File: src/rtl/mmio_cfg.svh
`ifndef MMIO_CFG_SVH
`define MMIO_CFG_SVH

// ------------------------------
// bus widths
// ------------------------------
`define MMIO_ADDR_BITS      32
`define MMIO_DATA_BITS      32

// ------------------------------
// address map
// ------------------------------
`define ADDR_CYCLE_CNT      32'h8000_0010
`define ADDR_INSTR_CNT      32'h8000_0014
`define ADDR_CNT_CLEAR      32'h8000_0018   // store clears both counters
`define ADDR_BTN_EMPTY      32'h8000_0020
`define ADDR_BTN_POP        32'h8000_0024   // load pops the button fifo
`define ADDR_SWITCHES       32'h8000_0028
`define ADDR_LEDS           32'h8000_0030
`define ADDR_TONE_EN        32'h8000_0034
`define ADDR_TONE_PERIOD    32'h8000_0038
`define ADDR_I2S_FULL       32'h8000_0040
`define ADDR_I2S_SAMPLE     32'h8000_0044

// ------------------------------
// board io
// ------------------------------
`define BUTTON_BITS         4
`define SWITCH_BITS         2
`define BTN_FIFO_DEPTH      32
`define LED_BOARD_BITS      6
`define LED_PMOD_BITS       8
`define LED_PMOD_LSB        8               // pmod byte sits in wdata[15:8]
`define TONE_PERIOD_BITS    24
`define TONE_PERIOD_RESET   24'h555
`define SAMPLE_BITS         24

`endif

File: src/rtl/bus_pkg.sv
`include "mmio_cfg.svh"

package bus_pkg;

    // one access from the execute stage, a plain strobe
    typedef struct packed {
        logic                       valid;
        logic                       write;  // high for store, low for load
        logic [`MMIO_ADDR_BITS-1:0] addr;
        logic [`MMIO_DATA_BITS-1:0] wdata;
    } mmio_req_t;

    // combinational read result of one unit
    typedef struct packed {
        logic                       hit;    // load hit one of the unit's addresses
        logic [`MMIO_DATA_BITS-1:0] data;
    } unit_rd_t;

    // load data, one cycle after the request
    typedef struct packed {
        logic                       valid;
        logic [`MMIO_DATA_BITS-1:0] data;
    } mmio_rsp_t;

endpackage

File: src/rtl/periph_pkg.sv
`include "mmio_cfg.svh"

package periph_pkg;

    // board and pmod led banks
    typedef struct packed {
        logic [`LED_BOARD_BITS-1:0] board;
        logic [`LED_PMOD_BITS-1:0]  pmod;
    } led_state_t;

    // square wave tone generator controls
    typedef struct packed {
        logic                         enable;
        logic [`TONE_PERIOD_BITS-1:0] period;   // half period in clocks
    } tone_ctrl_t;

    // write side of the i2s async fifo
    typedef struct packed {
        logic                    valid;         // one cycle per pushed sample
        logic [`SAMPLE_BITS-1:0] data;
    } sample_push_t;

endpackage

File: src/rtl/button_fifo.sv
`timescale 1ns/10ps
`include "mmio_cfg.svh"

module button_fifo (
    input  logic                    clk,
    input  logic                    rst,
    input  logic                    wr_en,
    input  logic [`BUTTON_BITS-1:0] din,
    input  logic                    rd_en,
    output logic [`BUTTON_BITS-1:0] dout,
    output logic                    full,
    output logic                    empty
);

    localparam int DEPTH    = `BTN_FIFO_DEPTH;
    localparam int PTR_BITS = $clog2(DEPTH);
    localparam int CNT_BITS = PTR_BITS + 1;

    logic [`BUTTON_BITS-1:0] mem [DEPTH];
    logic [PTR_BITS-1:0]     wr_ptr;
    logic [PTR_BITS-1:0]     rd_ptr;
    logic [CNT_BITS-1:0]     count;
    logic                    do_wr;
    logic                    do_rd;

    assign do_wr = wr_en && (count != CNT_BITS'(DEPTH));
    assign do_rd = rd_en && !empty;     // pop on empty is dropped

    assign empty = (count == '0);
    // full also covers a write already in flight, so the capture
    // stage upstream never has a snapshot with nowhere to go
    assign full  = (count == CNT_BITS'(DEPTH)) ||
                   (count == CNT_BITS'(DEPTH - 1) && wr_en);

    assign dout  = mem[rd_ptr];         // show-ahead head

    always_ff @(posedge clk) begin
        if (do_wr) begin
            mem[wr_ptr] <= din;
        end
    end

    always_ff @(posedge clk) begin
        if (rst) begin
            wr_ptr <= '0;
            rd_ptr <= '0;
            count  <= '0;
        end else begin
            if (do_wr) begin
                wr_ptr <= (wr_ptr == PTR_BITS'(DEPTH - 1)) ? '0 : wr_ptr + 1'b1;
            end
            if (do_rd) begin
                rd_ptr <= (rd_ptr == PTR_BITS'(DEPTH - 1)) ? '0 : rd_ptr + 1'b1;
            end
            case ({do_wr, do_rd})
                2'b10:   count <= count + 1'b1;
                2'b01:   count <= count - 1'b1;
                default: count <= count;
            endcase
        end
    end

    // capture logic in board_io_regs must hold off before the buffer fills
    a_no_write_full: assert property (@(posedge clk) disable iff (rst)
        wr_en |-> count != CNT_BITS'(DEPTH))
        else $error("button fifo written while full");

    // read pointer never runs past the write pointer, even on an ignored pop
    a_ptr_count_agree: assert property (@(posedge clk) disable iff (rst)
        (int'(rd_ptr) + int'(count)) % DEPTH == int'(wr_ptr))
        else $error("button fifo pointers and count disagree");

endmodule

File: src/rtl/board_io_regs.sv
`timescale 1ns/10ps
`include "mmio_cfg.svh"

module board_io_regs (
    input  logic                     clk,
    input  logic                     rst,
    input  bus_pkg::mmio_req_t       req,
    input  logic [`BUTTON_BITS-1:0]  buttons,
    input  logic [`SWITCH_BITS-1:0]  switches,
    input  logic                     async_fifo_full,
    output periph_pkg::led_state_t   leds,
    output periph_pkg::tone_ctrl_t   tone,
    output periph_pkg::sample_push_t sample,
    output bus_pkg::unit_rd_t        io_rd
);

    logic                    is_store;
    logic                    is_load;
    logic                    sample_wr;
    logic                    btn_pop;
    logic                    cap_valid;     // snapshot waiting for the fifo
    logic [`BUTTON_BITS-1:0] cap_data;
    logic [`BUTTON_BITS-1:0] fifo_dout;
    logic                    fifo_full;
    logic                    fifo_empty;

    assign is_store  = req.valid && req.write;
    assign is_load   = req.valid && !req.write;
    assign sample_wr = is_store && (req.addr == `ADDR_I2S_SAMPLE);
    assign btn_pop   = is_load && (req.addr == `ADDR_BTN_POP);

    // ------------------------------
    // store decode
    // ------------------------------
    always_ff @(posedge clk) begin
        if (rst) begin
            leds         <= '0;
            tone.enable  <= 1'b0;
            tone.period  <= `TONE_PERIOD_RESET;
            sample.valid <= 1'b0;
        end else begin
            if (is_store && req.addr == `ADDR_LEDS) begin
                leds.board <= req.wdata[`LED_BOARD_BITS-1:0];
                leds.pmod  <= req.wdata[`LED_PMOD_LSB +: `LED_PMOD_BITS];
            end
            if (is_store && req.addr == `ADDR_TONE_EN) begin
                tone.enable <= req.wdata[0];
            end
            if (is_store && req.addr == `ADDR_TONE_PERIOD) begin
                tone.period <= req.wdata[`TONE_PERIOD_BITS-1:0];
            end
            sample.valid <= sample_wr;      // pushed regardless of async fifo full
        end
        if (sample_wr) begin
            sample.data <= req.wdata[`SAMPLE_BITS-1:0];
        end
    end

    // ------------------------------
    // button capture
    // ------------------------------
    always_ff @(posedge clk) begin
        if (rst) begin
            cap_valid <= 1'b0;
        end else begin
            cap_valid <= (|buttons) && !fifo_full;
        end
        cap_data <= buttons;
    end

    button_fifo u_button_fifo (
        .clk   (clk),
        .rst   (rst),
        .wr_en (cap_valid),
        .din   (cap_data),
        .rd_en (btn_pop),
        .dout  (fifo_dout),
        .full  (fifo_full),
        .empty (fifo_empty)
    );

    // load side, values zero-extended
    always_comb begin
        io_rd = '0;
        if (is_load) begin
            case (req.addr)
                `ADDR_BTN_EMPTY: begin
                    io_rd.hit     = 1'b1;
                    io_rd.data[0] = fifo_empty;
                end
                `ADDR_BTN_POP: begin
                    io_rd.hit                       = 1'b1;
                    io_rd.data[`BUTTON_BITS-1:0]    = fifo_dout;  // stale head if empty
                end
                `ADDR_SWITCHES: begin
                    io_rd.hit                       = 1'b1;
                    io_rd.data[`SWITCH_BITS-1:0]    = switches;
                end
                `ADDR_I2S_FULL: begin
                    io_rd.hit     = 1'b1;
                    io_rd.data[0] = async_fifo_full;
                end
                default: io_rd = '0;
            endcase
        end
    end

endmodule

File: src/rtl/perf_counters.sv
`timescale 1ns/10ps
`include "mmio_cfg.svh"

module perf_counters (
    input  logic               clk,
    input  logic               rst,
    input  bus_pkg::mmio_req_t req,
    input  logic               retire,
    output bus_pkg::unit_rd_t  cnt_rd
);

    logic [`MMIO_DATA_BITS-1:0] cycle_cnt;
    logic [`MMIO_DATA_BITS-1:0] instr_cnt;
    logic                       is_load;
    logic                       clear;

    assign is_load = req.valid && !req.write;
    assign clear   = req.valid && req.write && (req.addr == `ADDR_CNT_CLEAR);

    // clear wins over the increment
    always_ff @(posedge clk) begin
        if (rst || clear) begin
            cycle_cnt <= '0;
            instr_cnt <= '0;
        end else begin
            cycle_cnt <= cycle_cnt + 1'b1;
            if (retire) begin
                instr_cnt <= instr_cnt + 1'b1;
            end
        end
    end

    // reads see the count held before the edge
    always_comb begin
        cnt_rd = '0;
        if (is_load && req.addr == `ADDR_CYCLE_CNT) begin
            cnt_rd.hit  = 1'b1;
            cnt_rd.data = cycle_cnt;
        end else if (is_load && req.addr == `ADDR_INSTR_CNT) begin
            cnt_rd.hit  = 1'b1;
            cnt_rd.data = instr_cnt;
        end
    end

endmodule

File: src/rtl/load_return.sv
`timescale 1ns/10ps

module load_return (
    input  logic               clk,
    input  logic               rst,
    input  bus_pkg::mmio_req_t req,
    input  bus_pkg::unit_rd_t  io_rd,
    input  bus_pkg::unit_rd_t  cnt_rd,
    output bus_pkg::mmio_rsp_t rsp
);

    import bus_pkg::*;

    mmio_rsp_t rsp_d;

    // pick whichever unit claimed the load, unmapped reads return zero
    always_comb begin
        rsp_d.valid = req.valid && !req.write;
        if (io_rd.hit) begin
            rsp_d.data = io_rd.data;
        end else if (cnt_rd.hit) begin
            rsp_d.data = cnt_rd.data;
        end else begin
            rsp_d.data = '0;
        end
    end

    always_ff @(posedge clk) begin
        if (rst) begin
            rsp.valid <= 1'b0;
        end else begin
            rsp.valid <= rsp_d.valid;
        end
        rsp.data <= rsp_d.data;     // only meaningful with valid
    end

    // address maps of the two units must not overlap
    a_hits_exclusive: assert property (@(posedge clk) disable iff (rst)
        !(io_rd.hit && cnt_rd.hit))
        else $error("both units claimed the same load");

    // a unit only claims loads, never stores or idle cycles
    a_hit_needs_load: assert property (@(posedge clk) disable iff (rst)
        (io_rd.hit || cnt_rd.hit) |-> (req.valid && !req.write))
        else $error("read hit without a load");

endmodule

File: src/rtl/mmio_hub.sv
`timescale 1ns/10ps
`include "mmio_cfg.svh"

module mmio_hub (
    input  logic                     clk,
    input  logic                     rst,
    input  bus_pkg::mmio_req_t       req,
    input  logic                     retire,
    input  logic [`BUTTON_BITS-1:0]  buttons,
    input  logic [`SWITCH_BITS-1:0]  switches,
    input  logic                     async_fifo_full,
    output bus_pkg::mmio_rsp_t       rsp,
    output periph_pkg::led_state_t   leds,
    output periph_pkg::tone_ctrl_t   tone,
    output periph_pkg::sample_push_t sample
);

    import bus_pkg::*;

    unit_rd_t io_rd;    // board io read result
    unit_rd_t cnt_rd;   // counter read result

    board_io_regs u_board_io_regs (
        .clk             (clk),
        .rst             (rst),
        .req             (req),
        .buttons         (buttons),
        .switches        (switches),
        .async_fifo_full (async_fifo_full),
        .leds            (leds),
        .tone            (tone),
        .sample          (sample),
        .io_rd           (io_rd)
    );

    perf_counters u_perf_counters (
        .clk    (clk),
        .rst    (rst),
        .req    (req),
        .retire (retire),
        .cnt_rd (cnt_rd)
    );

    // one registered response per load
    load_return u_load_return (
        .clk    (clk),
        .rst    (rst),
        .req    (req),
        .io_rd  (io_rd),
        .cnt_rd (cnt_rd),
        .rsp    (rsp)
    );

endmodule

File: config.mk
export PLATFORM = sky130hd
export DESIGN_NAME = mmio_hub
export DESIGN_NICKNAME = d
export VERILOG_FILES = /design/src/rtl/bus_pkg.sv /design/src/rtl/periph_pkg.sv /design/src/rtl/button_fifo.sv /design/src/rtl/board_io_regs.sv /design/src/rtl/perf_counters.sv /design/src/rtl/load_return.sv /design/src/rtl/mmio_hub.sv
export VERILOG_INCLUDE_DIRS = /design/src /design/src/rtl
export SDC_FILE = /design/constraint.sdc
export NUM_CORES = 1
export LEC_CHECK = 0
export ABC_AREA = 1
export BUFFER_PORTS_ARGS = -buffer_cell sky130_fd_sc_hd__buf_2
export CAP_MARGIN = 20
export CORE_MARGIN = 1
export CORE_UTILIZATION = 58
export CTS_CLUSTER_DIAMETER = 100
export DETAILED_ROUTE_END_ITERATION = 10
export GPL_ROUTABILITY_DRIVEN = 0
export PLACE_DENSITY = 0.83
export SLEW_MARGIN = 20
export SYNTH_ARGS = -nofsm -noshare
export SYNTH_HDL_FRONTEND = slang
export SYNTH_SLANG_ARGS = --single-unit
File: constraint.sdc
create_clock -name clk -period 3.9 [get_ports clk]
set_input_delay 0.585 -clock clk [delete_from_list [all_inputs] [get_ports clk]]
set_output_delay 0.585 -clock clk [all_outputs]
set_load 0.005 [all_outputs]
==> qor.txt <==
LOGIC SYNTHESIS
------------------------------------------------------------------------------------
Average cell area after synthesis                                         9.44 sq um
Post-synthesis instance area                                            13,100 sq um
Synthesis Warnings                                                                 0
Main synth FF type                                                      sky130_fd_sc_hd__dfxtp_1
Library cells used by synthesis                                                   51
Leading post-synthesis cells by instance count                          188 x sky130_fd_sc_hd__nand2_1, 184 x sky130_fd_sc_hd__nor2_1, 163 x sky130_fd_sc_hd__dfxtp_1
Library cell with the largest summed area after synthesis               sky130_fd_sc_hd__edfxtp_1
Syn_nets                                                                       1,477
Portion of the post-synthesis area used by sequential elements                 0.597
Number of storage elements in the synthesis netlist                              315
Synthesized instance count                                                     1,390
Most numerous cell in the Yosys netlist                                 sky130_fd_sc_hd__nand2_1
Area contributors post-synth                                            sky130_fd_sc_hd__edfxtp_1 35%, sky130_fd_sc_hd__dfxtp_1 25%, sky130_fd_sc_hd__nand2_1 5.4%
Yosys top cell area share                                                      0.348
Share of flip-flops with an asynchronous set or reset after synthesis              0
Post-synth EDFFs                                                                 152

MIN PATH
------------------------------------------------------------------------------------
Critical hold path startpoint                                             buttons[2]
Worst Hold Class                                                        primary input to flop
End of the worst hold path                                              u_board_io_regs.cap_data[2]$_DFF_P_
Worst hold stages                                                                  1

DIE
------------------------------------------------------------------------------------
Core region area                                                        22,000 sq um
Overall die width                                                             152 um
I/O pin count                                                                    173
Initial core utilization                                                       0.596
Full die area                                                           23,200 sq um
Standard-cell row count                                                           54
Die extent in y                                                               152 um

STA
------------------------------------------------------------------------------------
Final setup TNS                                                                 0 ns
Final Setup Violations                                                             0
Clock skew                                                                 0.0262 ns
Post-layout min period                                                       2.66 ns
Normalized max-slew margin                                                     0.296
Setup repair after global routing missed its margin                               no
Number of pins with negative max-slew slack in the final report                    0
Final hold viol count                                                              0
Slew at the pin with the worst max-slew slack                                1.05 ns
Hold slack final                                                            0.128 ns
Worst Setup Slack, final                                                     1.24 ns
Fraction of the cycle the final worst path needs                               0.683
Highest Clock Rate                                                         0.376 GHz

CLOCKING
------------------------------------------------------------------------------------
Number of gates resized after cts                                                  0
Number of buffers inserted during clock tree synthesis                            30
Number of sinks driven by the clock tree                                         315
Clock slew at reported path FFs                                              0.07 ns
TritonCTS clock tree                                                            done
Number of post-CTS setup repair buffers                                            0
Hold bufs inserted after CTS                                                       0
Max clock buf depth                                                                3
H-tree lvl count                                                                   1
Clock tree root buffer cell                                             sky130_fd_sc_hd__clkbuf_16
Clock latency reported for the late side of the worst-skew pair              0.57 ns

JOB
------------------------------------------------------------------------------------
Number of max-cap violations                                                       0

CELLS AND AREA
------------------------------------------------------------------------------------
Ant diodes                                                                         0
Final design utilization                                                       0.687
Final Net Count                                                                1,631
Area overhead of the layout relative to synthesis                              15.4%
Fill cells                                                                     1,647
Share of final-layout standard cells stronger than drive strength 1            0.164

GLOBAL ROUTING
------------------------------------------------------------------------------------
Initial antenna violation count                                                    1
Vias in the first global route                                                 10.2k
Total routing usage reported by global routing                                 0.264
Overflow after GRT                                                                 0
Wire length of the first global-routing pass                               49,800 um
Maximum number of pins on one net before global-route repair                      81

SETUP PATH
------------------------------------------------------------------------------------
Combined buffer and inverter count along the critical path                         3
Crit. End Element                                                               flop
Cell family contributing the most delay on the critical path            simple AND/OR/NAND/NOR gates
Critical path launch point type                                                 flop
Worst-path cell chain                                                   nor2_1 > nand3_1 > nor3_1 > nor2_4 > inv_1 > ha_1 > xor2_1 > ha_1 > inv_1 > nand2_2 > nand3_1 > nand3b_1 > nand3_1 > nand2_1 > inv_1
CP arrival                                                                   3.14 ns
Endpoint of the worst register-to-register path                         u_board_io_regs.u_button_fifo.count[4]$_SDFFE_PP0P_
Worst Path Max Fanout                                                              9
Required arrival time at the worst endpoint                                  4.38 ns
Critical setup path kind                                                flop to flop
Critical register-to-register path startpoint                           u_board_io_regs.u_button_fifo.count[1]$_SDFFE_PP0P_
Slowest stage delay, CP                                                      0.43 ns
Setup slack of the worst register-to-register path                           1.24 ns
Cell with the largest stage delay on the worst path                     sky130_fd_sc_hd__nor3_1
Number of cells on the worst reg-to-reg path                                      15

ROUTE
------------------------------------------------------------------------------------
First-pass detailed-route iteration total                                          8
Residual DRC                                                                       1
Number of nets with antenna violations after routing                               0
Detailed Route WL                                                          30,600 um
Average wire per standard cell                                               16.6 um
Vias                                                                           10.5k
First-iteration detailed-routing DRC count                                       913
Mean number of vias per cell                                                    5.65

RUN STATUS
------------------------------------------------------------------------------------
Failing checks                                                                   DRC
Status                                                                  finished with violations

POWER
------------------------------------------------------------------------------------
Leakage                                                                      5.74 nW
Areal power density over the cells                                       436 nW/um^2
Peak supply drop                                                              390 uV

PLACE
------------------------------------------------------------------------------------
Dpl hpwl                                                                   20,700 um
Number of buffers added on ports                                                 164
Placement Setup Slack                                                       0.817 ns

-- registers in the layout (all words and copies together) (netlist names), named ones only --
register,count
u_board_io_regs.cap_data,4
u_load_return.rsp,33
u_perf_counters.instr_cnt,32
u_board_io_regs.u_button_fifo.wr_ptr,5
u_board_io_regs.u_button_fifo.count,6
u_board_io_regs.tone,25
u_board_io_regs.u_button_fifo.rd_ptr,5
u_board_io_regs.sample,25
u_perf_counters.cycle_cnt,32
u_board_io_regs.leds,14
u_board_io_regs.cap_valid,1
u_board_io_regs.u_button_fifo.mem,128
-- power by group --
| group | switching, mW | internal [mW] | total (mW) | leakage [nW] |
|---|---|---|---|---|
| logic | 0.148 | 0.0762 | 0.224 | 2.57 |
| clock network | 1.22 | 1.61 | 2.83 | 0.484 |
| registers | 0.0444 | 3.50 | 3.54 | 2.69 |
| total | 1.41 | 5.19 | 6.60 | 5.74 |
-- routing by layer --
layer  wire (um)  vias to the layer above  track usage
met4         870                        2       0.0918
met1       12700                     4849        0.334
met2       14700                      428        0.456
met3        2300                       77       0.0484
li1            -                     5094            -
met5           8                        -            0
-- cell usage in the layout (no fill, tap or decap), drive strengths merged, types with 2 or more instances in the layout --
| cell type | count |
|---|---|
| a211oi | 11 |
| a21oi | 76 |
| a31oi | 2 |
| and3 | 2 |
| buf | 177 |
| clkbuf | 44 |
| clkinv | 12 |
| dfxtp | 163 |
| edfxtp | 152 |
| ha | 11 |
| inv | 147 |
| nand2 | 192 |
| nand3 | 95 |
| nand4 | 16 |
| nor2 | 194 |
| nor3 | 47 |
| nor3b | 11 |
| nor4 | 21 |
| o211ai | 9 |
| o21a | 7 |
| o21ai | 101 |
| o221ai | 8 |
| o22ai | 12 |
| o31ai | 5 |
| o32ai | 20 |
| or2 | 2 |
| xnor2 | 2 |
| xor2 | 23 |
-- cell type report --
class	count	area, sq um	share of cell area
multi-input combinational	872	4500	0.297
clock buffer	44	873	0.0577
clock inverter	12	93.8	0.00620
tap	280	350	0.0232
timing repair buffer	177	931	0.0615
inverter	148	556	0.0367
sequential	315	7830	0.518
-- how the worst max path moves through the flow --
stage                     slack [ns]  cells past startpoint                                                 from                                                  end
final                           1.24                     15  u_board_io_regs.u_button_fifo.count[1]$_SDFFE_PP0P_  u_board_io_regs.u_button_fifo.count[4]$_SDFFE_PP0P_
after floorplan                 0.64                      7                                              req[41]                  u_board_io_regs.sample[0]$_DFFE_PP_
after global routing            0.89                     15  u_board_io_regs.u_button_fifo.count[1]$_SDFFE_PP0P_  u_board_io_regs.u_button_fifo.count[4]$_SDFFE_PP0P_
after CTS                       1.25                     15  u_board_io_regs.u_button_fifo.count[2]$_SDFFE_PP0P_  u_board_io_regs.u_button_fifo.count[4]$_SDFFE_PP0P_
after global placement          0.93                     18                                              req[47]  u_board_io_regs.u_button_fifo.count[4]$_SDFFE_PP0P_
after detailed placement        0.82                     18                                              req[47]  u_board_io_regs.u_button_fifo.count[4]$_SDFFE_PP0P_
-- per-stage QoR --
stage | cell area, sq um | cells | power (mW)
after floorplan | 13100 | 1390 | 3.73
after global placement | 14200 | 1792 | 3.82
after detailed placement | 14200 | 1792 | 3.83
after CTS | 15100 | 1848 | 6.62
after global routing | 15100 | 1848 | 6.79
final | 15100 | 1848 | 6.60
-- cell families after synthesis --
| kind of cell | share of synthesized area |
|---|---|
| AND/OR/NAND/NOR | 0.202 |
| buffers and inverters | 0.0609 |
| multiplexers | 0.000763 |
| flip-flops | 0.597 |
| adder cells (fa/ha/maj) | 0.0105 |
| XOR/XNOR | 0.0167 |
| AO/OA/AOI/OAI | 0.112 |
Note: power is estimated with default switching activity, not from simulation.
